--- src/design/gmac_pkg.sv ---
package gmac_pkg;

    // Bus and memory widths
    localparam int APB_ADDR_W = 8;
    localparam int REG_W      = 32;
    localparam int ARP_ADDR_W = 9;
    localparam int ARP_DEPTH  = 512;

    typedef logic [APB_ADDR_W-1:0] apb_addr_t;
    typedef logic [REG_W-1:0]      reg_word_t;
    typedef logic [ARP_ADDR_W-1:0] arp_addr_t;

    // Configuration registers
    localparam apb_addr_t REG_MAC_H       = 8'h00;
    localparam apb_addr_t REG_MAC_L       = 8'h04;
    localparam apb_addr_t REG_LOCAL_IP    = 8'h08;
    localparam apb_addr_t REG_NETMASK     = 8'h0C;
    localparam apb_addr_t REG_GATEWAY     = 8'h10;
    localparam apb_addr_t REG_MCAST_IP    = 8'h14;
    localparam apb_addr_t REG_MCAST_MASK  = 8'h18;
    localparam apb_addr_t REG_UDP_PORT    = 8'h1C;
    localparam apb_addr_t REG_CORE_CTRL   = 8'h20;
    localparam apb_addr_t REG_COUNT_RESET = 8'h24;

    // ARP cache access
    localparam apb_addr_t REG_ARP_WR_EN   = 8'h28;
    localparam apb_addr_t REG_ARP_RD_EN   = 8'h2C;
    localparam apb_addr_t REG_ARP_WDATA   = 8'h30;
    localparam apb_addr_t REG_ARP_WADDR   = 8'h34;
    localparam apb_addr_t REG_ARP_RADDR   = 8'h38;
    localparam apb_addr_t REG_ARP_RDATA   = 8'h3C;

    // Identity and statistics, read only
    localparam apb_addr_t REG_CORE_TYPE   = 8'h40;
    localparam apb_addr_t REG_ARP_SIZE    = 8'h44;
    localparam apb_addr_t REG_WORD_SIZE   = 8'h48;
    localparam apb_addr_t REG_TX_PKT      = 8'h50;
    localparam apb_addr_t REG_TX_VALID    = 8'h54;
    localparam apb_addr_t REG_TX_OVF      = 8'h58;
    localparam apb_addr_t REG_RX_PKT      = 8'h5C;
    localparam apb_addr_t REG_RX_VALID    = 8'h60;
    localparam apb_addr_t REG_RX_OVF      = 8'h64;
    localparam apb_addr_t REG_RX_BAD      = 8'h68;

    // Power-up configuration
    localparam logic [47:0] DEF_MAC       = 48'hffff_ffff_ffff;
    localparam reg_word_t   DEF_IP        = 32'hC0A805C8;
    localparam reg_word_t   DEF_NETMASK   = 32'hFFFFFF00;
    localparam reg_word_t   DEF_GATEWAY   = 32'h00000001;
    localparam logic [15:0] DEF_UDP_PORT  = 16'h2710;
    localparam reg_word_t   DEF_CORE_CTRL = 32'h00000000;

    localparam reg_word_t CORE_TYPE = 32'h00100100;
    // MAC entries, two words each
    localparam reg_word_t ARP_SIZE  = 32'd256;
    // Bytes per fabric beat
    localparam reg_word_t WORD_SIZE = 32'd64;

    typedef struct packed {
        logic [47:0] mac;
        reg_word_t   local_ip;
        reg_word_t   netmask;
        reg_word_t   gateway;
        reg_word_t   mcast_ip;
        reg_word_t   mcast_mask;
        logic [15:0] udp_port;
        logic        enable;
    } gmac_cfg_t;

    typedef struct packed {
        logic valid;
        logic eof;
        logic bad;
    } gmac_beat_t;

    typedef struct packed {
        logic      wr;
        logic      rd;
        arp_addr_t addr;
        reg_word_t wdata;
    } arp_cmd_t;

    typedef struct packed {
        reg_word_t tx_pkt;
        reg_word_t tx_valid;
        reg_word_t tx_ovf;
        reg_word_t rx_pkt;
        reg_word_t rx_valid;
        reg_word_t rx_ovf;
        reg_word_t rx_bad;
    } gmac_stats_t;

endpackage

--- src/design/gmac_stat_counters.sv ---
`timescale 1ns/1ps

module gmac_stat_counters (
    input  logic                  aximm_clk,
    input  logic                  gmac_reg_count_reset_we,
    input  logic                  count_clear,
    input  gmac_pkg::gmac_beat_t  tx_beat,
    input  logic                  tx_ready,
    input  gmac_pkg::gmac_beat_t  rx_beat,
    input  logic                  rx_overrun,
    output gmac_pkg::gmac_stats_t stats
);

    logic ev_tx_valid;
    logic ev_tx_pkt;
    logic ev_tx_ovf;
    logic ev_rx_valid;
    logic ev_rx_pkt;
    logic ev_rx_bad;
    logic ev_rx_ovf;

    function automatic gmac_pkg::reg_word_t bump(input gmac_pkg::reg_word_t cnt,
                                                 input logic ev);
        return cnt + gmac_pkg::reg_word_t'(ev);
    endfunction

    // Event decode from the beat flags
    always_comb begin
        ev_tx_valid = tx_beat.valid;
        ev_tx_pkt   = tx_beat.valid & tx_beat.eof;
        // Ready is only watched here, a beat without it is an overflow
        ev_tx_ovf   = tx_beat.valid & ~tx_ready;
        ev_rx_valid = rx_beat.valid;
        ev_rx_pkt   = rx_beat.valid & rx_beat.eof;
        ev_rx_bad   = rx_beat.valid & rx_beat.eof & rx_beat.bad;
        ev_rx_ovf   = rx_overrun;
    end

    always_ff @(posedge aximm_clk) begin
        if (gmac_reg_count_reset_we) begin
            stats <= '0;
        end else if (count_clear) begin
            // Events coinciding with the clear are lost
            stats <= '0;
        end else begin
            stats.tx_valid <= bump(stats.tx_valid, ev_tx_valid);
            stats.tx_pkt   <= bump(stats.tx_pkt, ev_tx_pkt);
            stats.tx_ovf   <= bump(stats.tx_ovf, ev_tx_ovf);
            stats.rx_valid <= bump(stats.rx_valid, ev_rx_valid);
            stats.rx_pkt   <= bump(stats.rx_pkt, ev_rx_pkt);
            stats.rx_bad   <= bump(stats.rx_bad, ev_rx_bad);
            stats.rx_ovf   <= bump(stats.rx_ovf, ev_rx_ovf);
        end
    end

endmodule

--- config.mk ---
export PLATFORM = sky130hd
export DESIGN_NAME = gmac_stat_counters
export DESIGN_NICKNAME = d
export VERILOG_FILES = /design/src/design/gmac_pkg.sv /design/src/design/gmac_stat_counters.sv
export SDC_FILE = /design/constraint.sdc
export NUM_CORES = 1
export LEC_CHECK = 0
export BUFFER_PORTS_ARGS = -buffer_cell sky130_fd_sc_hd__buf_2
export CAP_MARGIN = 20
export CORE_UTILIZATION = 32
export DETAILED_ROUTE_END_ITERATION = 16
export PLACE_DENSITY = 0.59
export SKIP_LAST_GASP = 1
export SYNTH_ARGS = -nofsm -noshare
export SYNTH_HDL_FRONTEND = slang
export SYNTH_SLANG_ARGS = --single-unit
export TNS_END_PERCENT = 10
--- constraint.sdc ---
create_clock -name aximm_clk -period 2 [get_ports aximm_clk]
set_clock_uncertainty 0.05 [all_clocks]
set_input_delay 0.1 -clock aximm_clk [delete_from_list [all_inputs] [get_ports aximm_clk]]
set_output_delay 0.1 -clock aximm_clk [all_outputs]
set_load 0.01 [all_outputs]
==> run metrics <==
outcome=finished with violations; failing checks=setup timing; routed len/inst=15.09 um; Max-Cap Viols=0; DRT antenna net count=0; Yosys top cell by area=dfxtp_1; Cell variety after synth=41; clock root buffer=clkbuf_16; worst r2r src=stats[192]; total I/O pin count=235; Rows=65; layout cells sized above 1=slightly below 30%; gr ovfl total=0; HPWL Detailed=~22 mm; Hold Crit Class=in -> reg; worst path arrival time=2.48 ns; IO buf count=233; Final WS setup=-0.07267 ns; Core ar.=approximately 0.032 mm^2; most area-consuming cells after synthesis=dfxtp_1 43%, or4_1 6.4%, a21oi_1 6.1%, o31ai_1 5.8%, or3_1 3.5%; Worst IR Drop VDD=between 500 and 600 uV; routability cong.=0.8191; RSZ-0062 raised after global routing=yes; Post-synth EDFFs=0; Biggest register=stats; clk buf depth=3; most frequent cell after synthesis=dfxtp_1; via count=10.63k; most instantiated cells after synthesis=224 x dfxtp_1, 127 x a21oi_1, 89 x or4_1; Static Leakage=5.359 nW; Synthesis Warnings=0; CP Launch Type=flip-flop; Die Ht=approximately 180 um; Slew Limit Fails=0; final worst path period share=103.6%; average via count per standard cell=about 5.2; CTS Buf Count=27; Initial DRC Count=approximately 530; gr usage total=17.89%; Post-Synthesis Cell Area=0.01046 mm^2; DRC Markers=0; ant diodes=0; highest clock rate=between 400 and 500 MHz; Post-synth top flop=dfxtp_1; pwr dens=approximately 660 mW/mm^2; max reg flops=between 200 and 250; max_slew headroom=58.85%; top cell type's share of synthesized area=about 43%; Clk Latency, worst-skew pair=~0.52 ns; Tot Pwr=approximately 9.5 mW; # nets final=~1.6k; Synth async-reset ratio=0%; hold slack final=roughly 0.054 ns; Crit. Startpoint=stats[192]; initial antenna violation count=0; largest net degree at the start of global routing=between 50 and 60; die span in x=182.8 um; CP Capture Type=flip-flop; sequential-to-total area share from yosys stat=a little over two fifths; Crit Path Max Fanout=8; Post-Route WL=just over 30 mm; count of final hold-check violations=0; Synth Instances=between 1k and 1.5k; first-pass GRT wire length=50.25 mm; Syn-to-layout area delta=36.31%; final setup fails=6; drt pass-1 iters=5; critical path class=reg -> reg; full die area=~0.033 mm^2; WP data required=roughly 2.4 ns; Top Registers=stats: 224 flops; Syn Nets=1250; htree depth=1; CTS tree=done; Tightest Pin Transition=a little over 0.6 ns; initial core utilization=around a third; Seq cells post-synth=~220; clock transition at the registers of the reported paths=approximately 0.050 ns; average size of a mapped cell=between 8 and 9 um^2; min-delay src=rx_beat[1]; Period minus WS final=between 2 and 2.5 ns; CTS Sinks=around 220; vias in the first global route=a little under 10k
-- cell usage in the layout (no fill, tap or decap), types with 28 or more instances in the layout --
master,n
nor2_1,73
or3_1,57
o31ai_1,80
o21ai_0,36
inv_1,35
xnor2_1,41
nand3_1,69
buf_2,234
or4_1,85
nand4_1,53
a21oi_1,125
dfxtp_1,219
clkbuf_16,28
buf_4,155
nand2_1,80
-- cells by family (layout without fill, tap and decap cells) --
kind of cell | Yosys count | after routing | synth area share, %
simple gates | 545 | 545 | 30.07
flops | 224 | 224 | 42.88
xor+xnor | 68 | 68 | 5.695
fa+ha+maj | 15 | 15 | 1.795
mux | 9 | 9 | 0.8615
compound gates | 264 | 264 | 14.97
buf+inv | 99 | 478 | 3.733
-- metal layers --
metal  up-vias  wire [um]  track usage (%)
li1       5327          -                -
met1      5030      14180            23.81
met2       231      14040            29.25
met3        45       1975            4.051
met4         0        562            4.367
met5         -          0                0
-- worst paths after layout --
| kind | end | slack [ns] | cells after the start |
|---|---|---|---|
| max | stats[220] | -0.07 | 7 |
| min | stats[96] | 0.05 | 4 |
| min reg2reg | stats[63] | 0.42 | 2 |
| max reg2reg | stats[220] | -0.07 | 7 |
-- per-stage QoR --
step | setup slack (ns) | util, % | std cells | instance area [um^2] | setup TNS [ns]
final | -0.07267 | 44.71 | 2038 | 14250 | -0.1753
after global routing | -0.1378 | 44.71 | 2038 | 14250 | -3.248
after CTS | -0.07864 | 44.48 | 2036 | 14180 | -0.5071
after detailed placement | -0.4139 | 41.51 | 1985 | 13230 | -5.587
after global placement | -0.4193 | 41.51 | 1985 | 13230 | -4.467
after floorplan | -0.06915 | - | 1224 | 10580 | -0.7549
-- worst max-delay path, stage by stage, from the launching register on --
cell and delay, ns:
dfxtp_4 0.35, ha_4 0.14, ha_4 0.14, nand4_4 0.08
or4_4 0.55, buf_4 0.17, or4_1 0.40, a21oi_1 0.13
-- repair_timing --
| action | in CTS | in global routing |
|---|---|---|
| gates resized for setup | 4 | 15 |
| pin swaps | 0 | 3 |
| hold endpoints to repair | 13 | 0 |
| hold buffers | 6 | 0 |
| setup endpoints to repair | 22 | 68 |
| setup buffers | 0 | 2 |
-- power by group --
group | switching [mW] | leakage, nW | internal [mW]
clock | 1.87 | 0.429 | 2.92
combinational | 0.124 | 3.12 | 0.0704
sequential | 0.00687 | 1.81 | 4.47
-- area by class of cell --
type / count / area [um^2]
sequential: 224 / 4493
fill: 3245 / 17630
timing repair buffer: 398 / 2455
inverter: 35 / 131.4
tap: 435 / 544.3
multi-input combinational: 901 / 5763
clock buffer: 41 / 819.5
clock inverter: 4 / 48.80
(Power assumes the default switching activity.)
