--- src/design/gmac_pkg.sv ---
package gmac_pkg;

    // Bus and memory widths
    localparam int APB_ADDR_W = 8;
    localparam int REG_W      = 32;
    localparam int ARP_ADDR_W = 9;
    localparam int ARP_DEPTH  = 512;

    typedef logic [APB_ADDR_W-1:0] apb_addr_t;
    typedef logic [REG_W-1:0]      reg_word_t;
    typedef logic [ARP_ADDR_W-1:0] arp_addr_t;

    // Configuration registers
    localparam apb_addr_t REG_MAC_H       = 8'h00;
    localparam apb_addr_t REG_MAC_L       = 8'h04;
    localparam apb_addr_t REG_LOCAL_IP    = 8'h08;
    localparam apb_addr_t REG_NETMASK     = 8'h0C;
    localparam apb_addr_t REG_GATEWAY     = 8'h10;
    localparam apb_addr_t REG_MCAST_IP    = 8'h14;
    localparam apb_addr_t REG_MCAST_MASK  = 8'h18;
    localparam apb_addr_t REG_UDP_PORT    = 8'h1C;
    localparam apb_addr_t REG_CORE_CTRL   = 8'h20;
    localparam apb_addr_t REG_COUNT_RESET = 8'h24;

    // ARP cache access
    localparam apb_addr_t REG_ARP_WR_EN   = 8'h28;
    localparam apb_addr_t REG_ARP_RD_EN   = 8'h2C;
    localparam apb_addr_t REG_ARP_WDATA   = 8'h30;
    localparam apb_addr_t REG_ARP_WADDR   = 8'h34;
    localparam apb_addr_t REG_ARP_RADDR   = 8'h38;
    localparam apb_addr_t REG_ARP_RDATA   = 8'h3C;

    // Identity and statistics, read only
    localparam apb_addr_t REG_CORE_TYPE   = 8'h40;
    localparam apb_addr_t REG_ARP_SIZE    = 8'h44;
    localparam apb_addr_t REG_WORD_SIZE   = 8'h48;
    localparam apb_addr_t REG_TX_PKT      = 8'h50;
    localparam apb_addr_t REG_TX_VALID    = 8'h54;
    localparam apb_addr_t REG_TX_OVF      = 8'h58;
    localparam apb_addr_t REG_RX_PKT      = 8'h5C;
    localparam apb_addr_t REG_RX_VALID    = 8'h60;
    localparam apb_addr_t REG_RX_OVF      = 8'h64;
    localparam apb_addr_t REG_RX_BAD      = 8'h68;

    // Power-up configuration
    localparam logic [47:0] DEF_MAC       = 48'hffff_ffff_ffff;
    localparam reg_word_t   DEF_IP        = 32'hC0A805C8;
    localparam reg_word_t   DEF_NETMASK   = 32'hFFFFFF00;
    localparam reg_word_t   DEF_GATEWAY   = 32'h00000001;
    localparam logic [15:0] DEF_UDP_PORT  = 16'h2710;
    localparam reg_word_t   DEF_CORE_CTRL = 32'h00000000;

    localparam reg_word_t CORE_TYPE = 32'h00100100;
    // MAC entries, two words each
    localparam reg_word_t ARP_SIZE  = 32'd256;
    // Bytes per fabric beat
    localparam reg_word_t WORD_SIZE = 32'd64;

    typedef struct packed {
        logic [47:0] mac;
        reg_word_t   local_ip;
        reg_word_t   netmask;
        reg_word_t   gateway;
        reg_word_t   mcast_ip;
        reg_word_t   mcast_mask;
        logic [15:0] udp_port;
        logic        enable;
    } gmac_cfg_t;

    typedef struct packed {
        logic valid;
        logic eof;
        logic bad;
    } gmac_beat_t;

    typedef struct packed {
        logic      wr;
        logic      rd;
        arp_addr_t addr;
        reg_word_t wdata;
    } arp_cmd_t;

    typedef struct packed {
        reg_word_t tx_pkt;
        reg_word_t tx_valid;
        reg_word_t tx_ovf;
        reg_word_t rx_pkt;
        reg_word_t rx_valid;
        reg_word_t rx_ovf;
        reg_word_t rx_bad;
    } gmac_stats_t;

endpackage

--- src/design/gmac_reg_bank.sv ---
`timescale 1ns/1ps

module gmac_reg_bank (
    input  logic                   aximm_clk,
    input  logic                   gmac_reg_count_reset_we,
    input  logic                   psel,
    input  logic                   penable,
    input  logic                   pwrite,
    input  gmac_pkg::apb_addr_t    paddr,
    input  gmac_pkg::reg_word_t    pwdata,
    input  gmac_pkg::reg_word_t    arp_rdata,
    input  gmac_pkg::gmac_stats_t  stats,
    output gmac_pkg::reg_word_t    prdata,
    output logic                   pready,
    output logic                   pslverr,
    output gmac_pkg::gmac_cfg_t    cfg,
    output gmac_pkg::arp_cmd_t     arp_cmd,
    output logic                   count_clear
);

    logic                access;
    logic                wr_access;
    logic                mapped;
    logic [15:0]         mac_h;
    gmac_pkg::reg_word_t mac_l;
    gmac_pkg::reg_word_t local_ip;
    gmac_pkg::reg_word_t netmask;
    gmac_pkg::reg_word_t gateway;
    gmac_pkg::reg_word_t mcast_ip;
    gmac_pkg::reg_word_t mcast_mask;
    logic [15:0]         udp_port;
    gmac_pkg::reg_word_t core_ctrl;
    gmac_pkg::reg_word_t arp_wdata;
    gmac_pkg::arp_addr_t arp_waddr;
    gmac_pkg::arp_addr_t arp_raddr;
    logic                arp_wr;
    logic                arp_rd;

    // No wait states, every access cycle completes
    assign access    = psel & penable;
    assign wr_access = access & pwrite;
    assign pready    = access;
    assign pslverr   = access & ~mapped;

    always_ff @(posedge aximm_clk) begin
        if (gmac_reg_count_reset_we) begin
            mac_h       <= gmac_pkg::DEF_MAC[47:32];
            mac_l       <= gmac_pkg::DEF_MAC[31:0];
            local_ip    <= gmac_pkg::DEF_IP;
            netmask     <= gmac_pkg::DEF_NETMASK;
            gateway     <= gmac_pkg::DEF_GATEWAY;
            mcast_ip    <= '0;
            mcast_mask  <= '0;
            udp_port    <= gmac_pkg::DEF_UDP_PORT;
            core_ctrl   <= gmac_pkg::DEF_CORE_CTRL;
            arp_wdata   <= '0;
            arp_waddr   <= '0;
            arp_raddr   <= '0;
            arp_wr      <= 1'b0;
            arp_rd      <= 1'b0;
            count_clear <= 1'b0;
        end else begin
            // Command strobes last one cycle
            arp_wr      <= 1'b0;
            arp_rd      <= 1'b0;
            count_clear <= 1'b0;
            if (wr_access) begin
                case (paddr)
                    gmac_pkg::REG_MAC_H:       mac_h       <= pwdata[15:0];
                    gmac_pkg::REG_MAC_L:       mac_l       <= pwdata;
                    gmac_pkg::REG_LOCAL_IP:    local_ip    <= pwdata;
                    gmac_pkg::REG_NETMASK:     netmask     <= pwdata;
                    gmac_pkg::REG_GATEWAY:     gateway     <= pwdata;
                    gmac_pkg::REG_MCAST_IP:    mcast_ip    <= pwdata;
                    gmac_pkg::REG_MCAST_MASK:  mcast_mask  <= pwdata;
                    gmac_pkg::REG_UDP_PORT:    udp_port    <= pwdata[15:0];
                    gmac_pkg::REG_CORE_CTRL:   core_ctrl   <= pwdata;
                    gmac_pkg::REG_COUNT_RESET: count_clear <= pwdata[0];
                    gmac_pkg::REG_ARP_WR_EN:   arp_wr      <= pwdata[0];
                    gmac_pkg::REG_ARP_RD_EN:   arp_rd      <= pwdata[0];
                    gmac_pkg::REG_ARP_WDATA:   arp_wdata   <= pwdata;
                    gmac_pkg::REG_ARP_WADDR:   arp_waddr   <= pwdata[8:0];
                    gmac_pkg::REG_ARP_RADDR:   arp_raddr   <= pwdata[8:0];
                    default: ;
                endcase
            end
        end
    end

    // Cache command built from the held address and data
    always_comb begin
        arp_cmd.wr    = arp_wr;
        arp_cmd.rd    = arp_rd;
        arp_cmd.addr  = arp_wr ? arp_waddr : arp_raddr;
        arp_cmd.wdata = arp_wdata;
    end

    always_comb begin
        cfg.mac        = {mac_h, mac_l};
        cfg.local_ip   = local_ip;
        cfg.netmask    = netmask;
        cfg.gateway    = gateway;
        cfg.mcast_ip   = mcast_ip;
        cfg.mcast_mask = mcast_mask;
        cfg.udp_port   = udp_port;
        cfg.enable     = core_ctrl[0];
    end

    // Read mux, also flags unmapped addresses
    always_comb begin
        prdata = '0;
        mapped = 1'b1;
        case (paddr)
            gmac_pkg::REG_MAC_H:      prdata = gmac_pkg::reg_word_t'(mac_h);
            gmac_pkg::REG_MAC_L:      prdata = mac_l;
            gmac_pkg::REG_LOCAL_IP:   prdata = local_ip;
            gmac_pkg::REG_NETMASK:    prdata = netmask;
            gmac_pkg::REG_GATEWAY:    prdata = gateway;
            gmac_pkg::REG_MCAST_IP:   prdata = mcast_ip;
            gmac_pkg::REG_MCAST_MASK: prdata = mcast_mask;
            gmac_pkg::REG_UDP_PORT:   prdata = gmac_pkg::reg_word_t'(udp_port);
            gmac_pkg::REG_CORE_CTRL:  prdata = core_ctrl;
            // Strobe registers always read back zero
            gmac_pkg::REG_COUNT_RESET,
            gmac_pkg::REG_ARP_WR_EN,
            gmac_pkg::REG_ARP_RD_EN:  prdata = '0;
            gmac_pkg::REG_ARP_WDATA:  prdata = arp_wdata;
            gmac_pkg::REG_ARP_WADDR:  prdata = gmac_pkg::reg_word_t'(arp_waddr);
            gmac_pkg::REG_ARP_RADDR:  prdata = gmac_pkg::reg_word_t'(arp_raddr);
            gmac_pkg::REG_ARP_RDATA:  prdata = arp_rdata;
            gmac_pkg::REG_CORE_TYPE:  prdata = gmac_pkg::CORE_TYPE;
            gmac_pkg::REG_ARP_SIZE:   prdata = gmac_pkg::ARP_SIZE;
            gmac_pkg::REG_WORD_SIZE:  prdata = gmac_pkg::WORD_SIZE;
            gmac_pkg::REG_TX_PKT:     prdata = stats.tx_pkt;
            gmac_pkg::REG_TX_VALID:   prdata = stats.tx_valid;
            gmac_pkg::REG_TX_OVF:     prdata = stats.tx_ovf;
            gmac_pkg::REG_RX_PKT:     prdata = stats.rx_pkt;
            gmac_pkg::REG_RX_VALID:   prdata = stats.rx_valid;
            gmac_pkg::REG_RX_OVF:     prdata = stats.rx_ovf;
            gmac_pkg::REG_RX_BAD:     prdata = stats.rx_bad;
            default:                  mapped = 1'b0;
        endcase
    end

endmodule

--- config.mk ---
export PLATFORM = sky130hd
export DESIGN_NAME = gmac_reg_bank
export DESIGN_NICKNAME = d
export VERILOG_FILES = /design/src/design/gmac_pkg.sv /design/src/design/gmac_reg_bank.sv
export SDC_FILE = /design/constraint.sdc
export NUM_CORES = 1
export LEC_CHECK = 0
export ABC_AREA = 1
export BUFFER_PORTS_ARGS = -buffer_cell sky130_fd_sc_hd__buf_2
export CORE_AREA = 2 2 232 234
export DETAILED_ROUTE_END_ITERATION = 10
export DIE_AREA = 0 0 234 236
export PLACE_DENSITY_LB_ADDON = 0.15
export SLEW_MARGIN = 20
export SYNTH_ARGS = -nofsm -noshare
export SYNTH_HDL_FRONTEND = slang
export SYNTH_SLANG_ARGS = --single-unit
export TNS_END_PERCENT = 50
--- constraint.sdc ---
create_clock -name aximm_clk -period 2.55 [get_ports aximm_clk]
set_clock_uncertainty 0.05 [all_clocks]
set_input_delay 0.51 -clock aximm_clk [delete_from_list [all_inputs] [get_ports aximm_clk]]
set_output_delay 0.51 -clock aximm_clk [all_outputs]
set_load 0.05 [all_outputs]
==> impl_metrics.py <==
metrics = {
    "grt": {
        "grt_first_pass_wirelength_um": 139000,
        "first_global_vias": 19596,
        "grt_use_total": 0.348,
        "antenna_found_initial": 2,
        "grt_start_max_net_pins": 74,
        "grt_remaining_overflow": 0,
    },
    "synth": {
        "synth.ff_latch_count": 309,
        "synth_warnings": 0,
        "synth_nets": 2963,
        "post_synth_fa_ha_maj_area_fraction": 0,
        "synth_simple_gate_area_share": 0.442,
        "synth_sequential_area_ratio": 0.380,
        "synth_cells": 2662,
        "postSynthAreaPerCell_um2": 6.12,
        "muxShareOfSynthArea": 0,
        "ys_types": 28,
        "main_combinational_cell_family_by_area_after_synthesis": "simple AND/OR/NAND/NOR gates",
        "synth_area_in_compound_gates": 0.0832,
        "syn-cell-area_mm2": 0.0163,
        "xor_xnor_portion_of_the_synthesized_cell_area": 0,
    },
    "timing": {
        "slew-limit-headroom": 0.235,
        "setup_viol_count_final": 33,
        "max_freq_mhz": 361,
        "setup_repair_after_global_routing_missed_its_margin": "true",
        "final_max_slew_viol_count": 0,
        "setup-tns-final_ps": -4540,
        "tightest_pin_transition_ps": 1150,
        "timing.final.hold_violations": 0,
        "period_needed_ps": 2770,
        "post-route-period-util": 1.09,
        "postLayoutSetupSlackWorst_ps": -220,
    },
    "clock_tree": {
        "cts_root_buffer": "sky130_fd_sc_hd__clkbuf_16",
        "clock_latency_ps": 550,
        "cts_buffers": 38,
        "clk_transition_reported_paths_ps": 60,
        "ctsHtreeMaxLevel": 2,
        "cts_tree": "done",
        "clock-sinks": 309,
        "number_of_hold_buffers_added_after_cts": 0,
        "cts_max_path_buffers": 3,
    },
    "hold_path": {
        "timing.hold.worst.start": "pwdata[20]",
        "timing.hold.worst.class": "in2reg",
        "hold-path-cell-count": 3,
        "worstHoldEndpoint": "mac_l[20]",
    },
    "power_and_ir_drop": {
        "irDropWorstVdd_uv": 505,
        "netSwitchingPower_w": 0.00285,
        "power_frac_clock": 0.493,
        "powerDensity_mw_per_mm2": 467,
        "sw_frac_of_total": 0.249,
        "power.share.sequential": 0.422,
        "internal_power_w": 0.00860,
        "p_comb_frac": 0.085,
        "power_after_layout_w": 0.0115,
        "p_leak_nw": 12.4,
    },
    "route": {
        "router_iterations_before_antenna_repair": 8,
        "vias": 21303,
        "routedWlPerCell_um": 24.7,
        "drc": 0,
        "detail-route-antenna-nets": 0,
        "final_routed_wirelength_across_all_metal_layers_um": 101000,
        "via_per_inst": 5.21,
        "drt-initial-drc-count": 2412,
    },
    "placed_design": {
        "gpl.final_weighted_congestion": 0.974,
        "place_worst_setup_slack_ps": -364,
        "hpwl_detailed_um": 73400,
        "placement.io_buffers": 603,
    },
    "job": {
        "cap_violations": 0,
    },
    "final_layout": {
        "nets": 3670,
        "flow.area_growth_from_synthesis_pct": 50.8,
        "drive_above_1_share": 0.312,
    },
    "worst_setup_path": {
        "cp_data_arrival_time_ps": 2210,
        "required_ps": 1990,
        "ff_to_ff_end": "local_ip[0]",
        "worstSetupEndpointType": "primary output",
        "worst_setup_path_start_kind": "input pin",
        "startpoint_of_the_most_critical_register_to_register_path": "local_ip[0]",
        "worst-path-max-fanout": 6,
        "worst-r2r-setup-slack_ps": 1700,
        "timing.setup.critical_path_class": "in2out",
        "ff2ff_path_depth": 2,
    },
    "floorplan": {
        "die_h_um": 236,
        "die_w_um": 234,
        "top_level_ports": 604,
        "design.die.area_mm2": 0.0552,
        "floorplan.core_area_mm2": 0.0531,
        "placement_rows": 85,
        "initial_core_util": 0.307,
    },
    "outcome": {
        "run_status": "finished with violations",
        "failing_checks": "setup timing",
    },
}
critical path: stages:
cell                      delay, ps
sky130_fd_sc_hd__buf_8          100
sky130_fd_sc_hd__nor2_4         170
sky130_fd_sc_hd__buf_4          140
sky130_fd_sc_hd__buf_4          120
sky130_fd_sc_hd__nand2_8         80
sky130_fd_sc_hd__nor2_4         190
sky130_fd_sc_hd__buf_12         140
sky130_fd_sc_hd__buf_12         130
sky130_fd_sc_hd__nand2_1         50
sky130_fd_sc_hd__nand4_1        230
sky130_fd_sc_hd__nor2_1          80
sky130_fd_sc_hd__nand2_1         90
sky130_fd_sc_hd__buf_6          160
logic make-up after synthesis:
family / count (synthesis)
AND/OR/NAND/NOR: 1733
buffers and inverters: 354
flip-flops: 309
AO/OA/AOI/OAI: 266
through the flow:
stage               std cells  cell area (µm²)  hold WS [ps]   util
detailed placement       3967            21600           404  0.407
finish                   4092            24500           262  0.463
floorplan                2662            16300           389      -
global route             4092            24500           271  0.463
global placement         3967            21600           401  0.407
CTS                      4078            24300           237  0.457
sequential cells by signal, summed over array words and instances, names as in the netlist:
signal	count
udp_port	16
arp_rd	1
gateway	32
mac_l	32
mcast_mask	32
arp_raddr	9
arp_wr	1
mcast_ip	32
arp_waddr	9
arp_wdata	32
count_clear	1
local_ip	32
netmask	32
core_ctrl	32
mac_h	16
synthesized netlist by cell type:
library cell | number | area (µm²)
sky130_fd_sc_hd__a211oi_1 | 4 | 30.0
sky130_fd_sc_hd__o31ai_1 | 1 | 7.51
sky130_fd_sc_hd__nand2_1 | 927 | 3480
sky130_fd_sc_hd__nand3_2 | 1 | 10.0
sky130_fd_sc_hd__nand4_1 | 40 | 250
sky130_fd_sc_hd__buf_4 | 25 | 188
sky130_fd_sc_hd__clkbuf_2 | 3 | 15.0
sky130_fd_sc_hd__nor2_1 | 397 | 1490
sky130_fd_sc_hd__nor3_4 | 1 | 16.3
sky130_fd_sc_hd__nand3_1 | 331 | 1660
sky130_fd_sc_hd__nand2_2 | 8 | 50.1
sky130_fd_sc_hd__clkbuf_1 | 72 | 270
sky130_fd_sc_hd__buf_1 | 2 | 7.51
sky130_fd_sc_hd__o21ai_1 | 10 | 50.1
sky130_fd_sc_hd__dfxtp_1 | 309 | 6190
sky130_fd_sc_hd__o211ai_1 | 4 | 30.0
sky130_fd_sc_hd__nor3_1 | 1 | 5.00
sky130_fd_sc_hd__inv_2 | 15 | 56.3
sky130_fd_sc_hd__nor2_4 | 9 | 101
sky130_fd_sc_hd__buf_6 | 2 | 22.5
sky130_fd_sc_hd__nor2_2 | 16 | 100
sky130_fd_sc_hd__o21ai_0 | 154 | 771
sky130_fd_sc_hd__buf_2 | 89 | 445
sky130_fd_sc_hd__inv_1 | 145 | 544
sky130_fd_sc_hd__nand3_4 | 1 | 17.5
sky130_fd_sc_hd__clkinv_1 | 1 | 3.75
sky130_fd_sc_hd__nand2_4 | 1 | 11.3
sky130_fd_sc_hd__a21oi_1 | 93 | 465
power groups by stage:
stage                     clock network (W)  registers (W)  logic, W
final                               0.00564        0.00483  0.000977
after global routing                0.00588        0.00483   0.00101
after CTS                           0.00571        0.00483  0.000942
after detailed placement                  0        0.00494  0.000845
after global placement                    0        0.00494  0.000848
after floorplan                           0        0.00495  0.000315
area by class of cell:
| class | instances | area, µm² |
|---|---|---|
| Tap cell | 696 | 871 |
| Antenna cell | 1 | 2.50 |
| Fill cell | 5567 | 28500 |
| Clock inverter | 5 | 82.6 |
| Clock buffer | 61 | 1200 |
| Sequential cell | 309 | 6190 |
| Timing Repair Buffer | 860 | 6570 |
| Inverter | 161 | 624 |
| Multi-Input combinational cell | 1999 | 9010 |
cells in the final DEF, fill, tap and decap left out, types with 2 or more instances in the layout:
cell and instances:
sky130_fd_sc_hd__nand2_1 883, sky130_fd_sc_hd__buf_2 561, sky130_fd_sc_hd__nor2_1 367, sky130_fd_sc_hd__nand3_1 323, sky130_fd_sc_hd__dfxtp_1 309, sky130_fd_sc_hd__o21ai_0 150, sky130_fd_sc_hd__buf_4 140, sky130_fd_sc_hd__inv_1 137
sky130_fd_sc_hd__a21oi_1 93, sky130_fd_sc_hd__buf_12 80, sky130_fd_sc_hd__buf_6 62, sky130_fd_sc_hd__nand2_2 42, sky130_fd_sc_hd__clkbuf_16 42, sky130_fd_sc_hd__nand4_1 40, sky130_fd_sc_hd__nor2_4 35, sky130_fd_sc_hd__nor2_2 20
sky130_fd_sc_hd__inv_2 14, sky130_fd_sc_hd__clkbuf_8 14, sky130_fd_sc_hd__o21ai_1 13, sky130_fd_sc_hd__nand2_4 9, sky130_fd_sc_hd__clkbuf_1 8, sky130_fd_sc_hd__inv_4 6, sky130_fd_sc_hd__buf_16 6, sky130_fd_sc_hd__nand3_4 5
sky130_fd_sc_hd__nand3_2 5, sky130_fd_sc_hd__buf_8 5, sky130_fd_sc_hd__o211ai_1 4, sky130_fd_sc_hd__a211oi_1 4, sky130_fd_sc_hd__inv_6 3, sky130_fd_sc_hd__clkinv_1 3, sky130_fd_sc_hd__bufbuf_16 3, sky130_fd_sc_hd__nand2_8 2
sky130_fd_sc_hd__nor3_4 2, sky130_fd_sc_hd__bufinv_16 2
what timing repair did:
item,4_1_cts,5_1_grt
resized for setup,213,31
pin swaps,58,21
buffers inserted,36,11
setup endpoints to repair,33,33
endpoints found under the hold margin,0,0
cloned,10,3
per-layer routing:
layer | wire (µm) | GRT usage
met1 | 43100 | 0.476
met2 | 45900 | 0.552
met3 | 8990 | 0.0591
met4 | 3320 | 0.115
met5 | 0 | 0
worst max-delay path by stage:
stage / cells after the start / startpoint / end / slack (ps)
global placement: 13 / paddr[1] / prdata[16] / -350
global route: 15 / paddr[1] / prdata[31] / -250
detailed placement: 12 / paddr[7] / prdata[1] / -360
floorplan: 11 / paddr[4] / prdata[20] / 20
finish: 13 / paddr[1] / prdata[24] / -220
CTS: 12 / paddr[0] / prdata[24] / -110
Note: power is estimated with default switching activity, not from simulation.
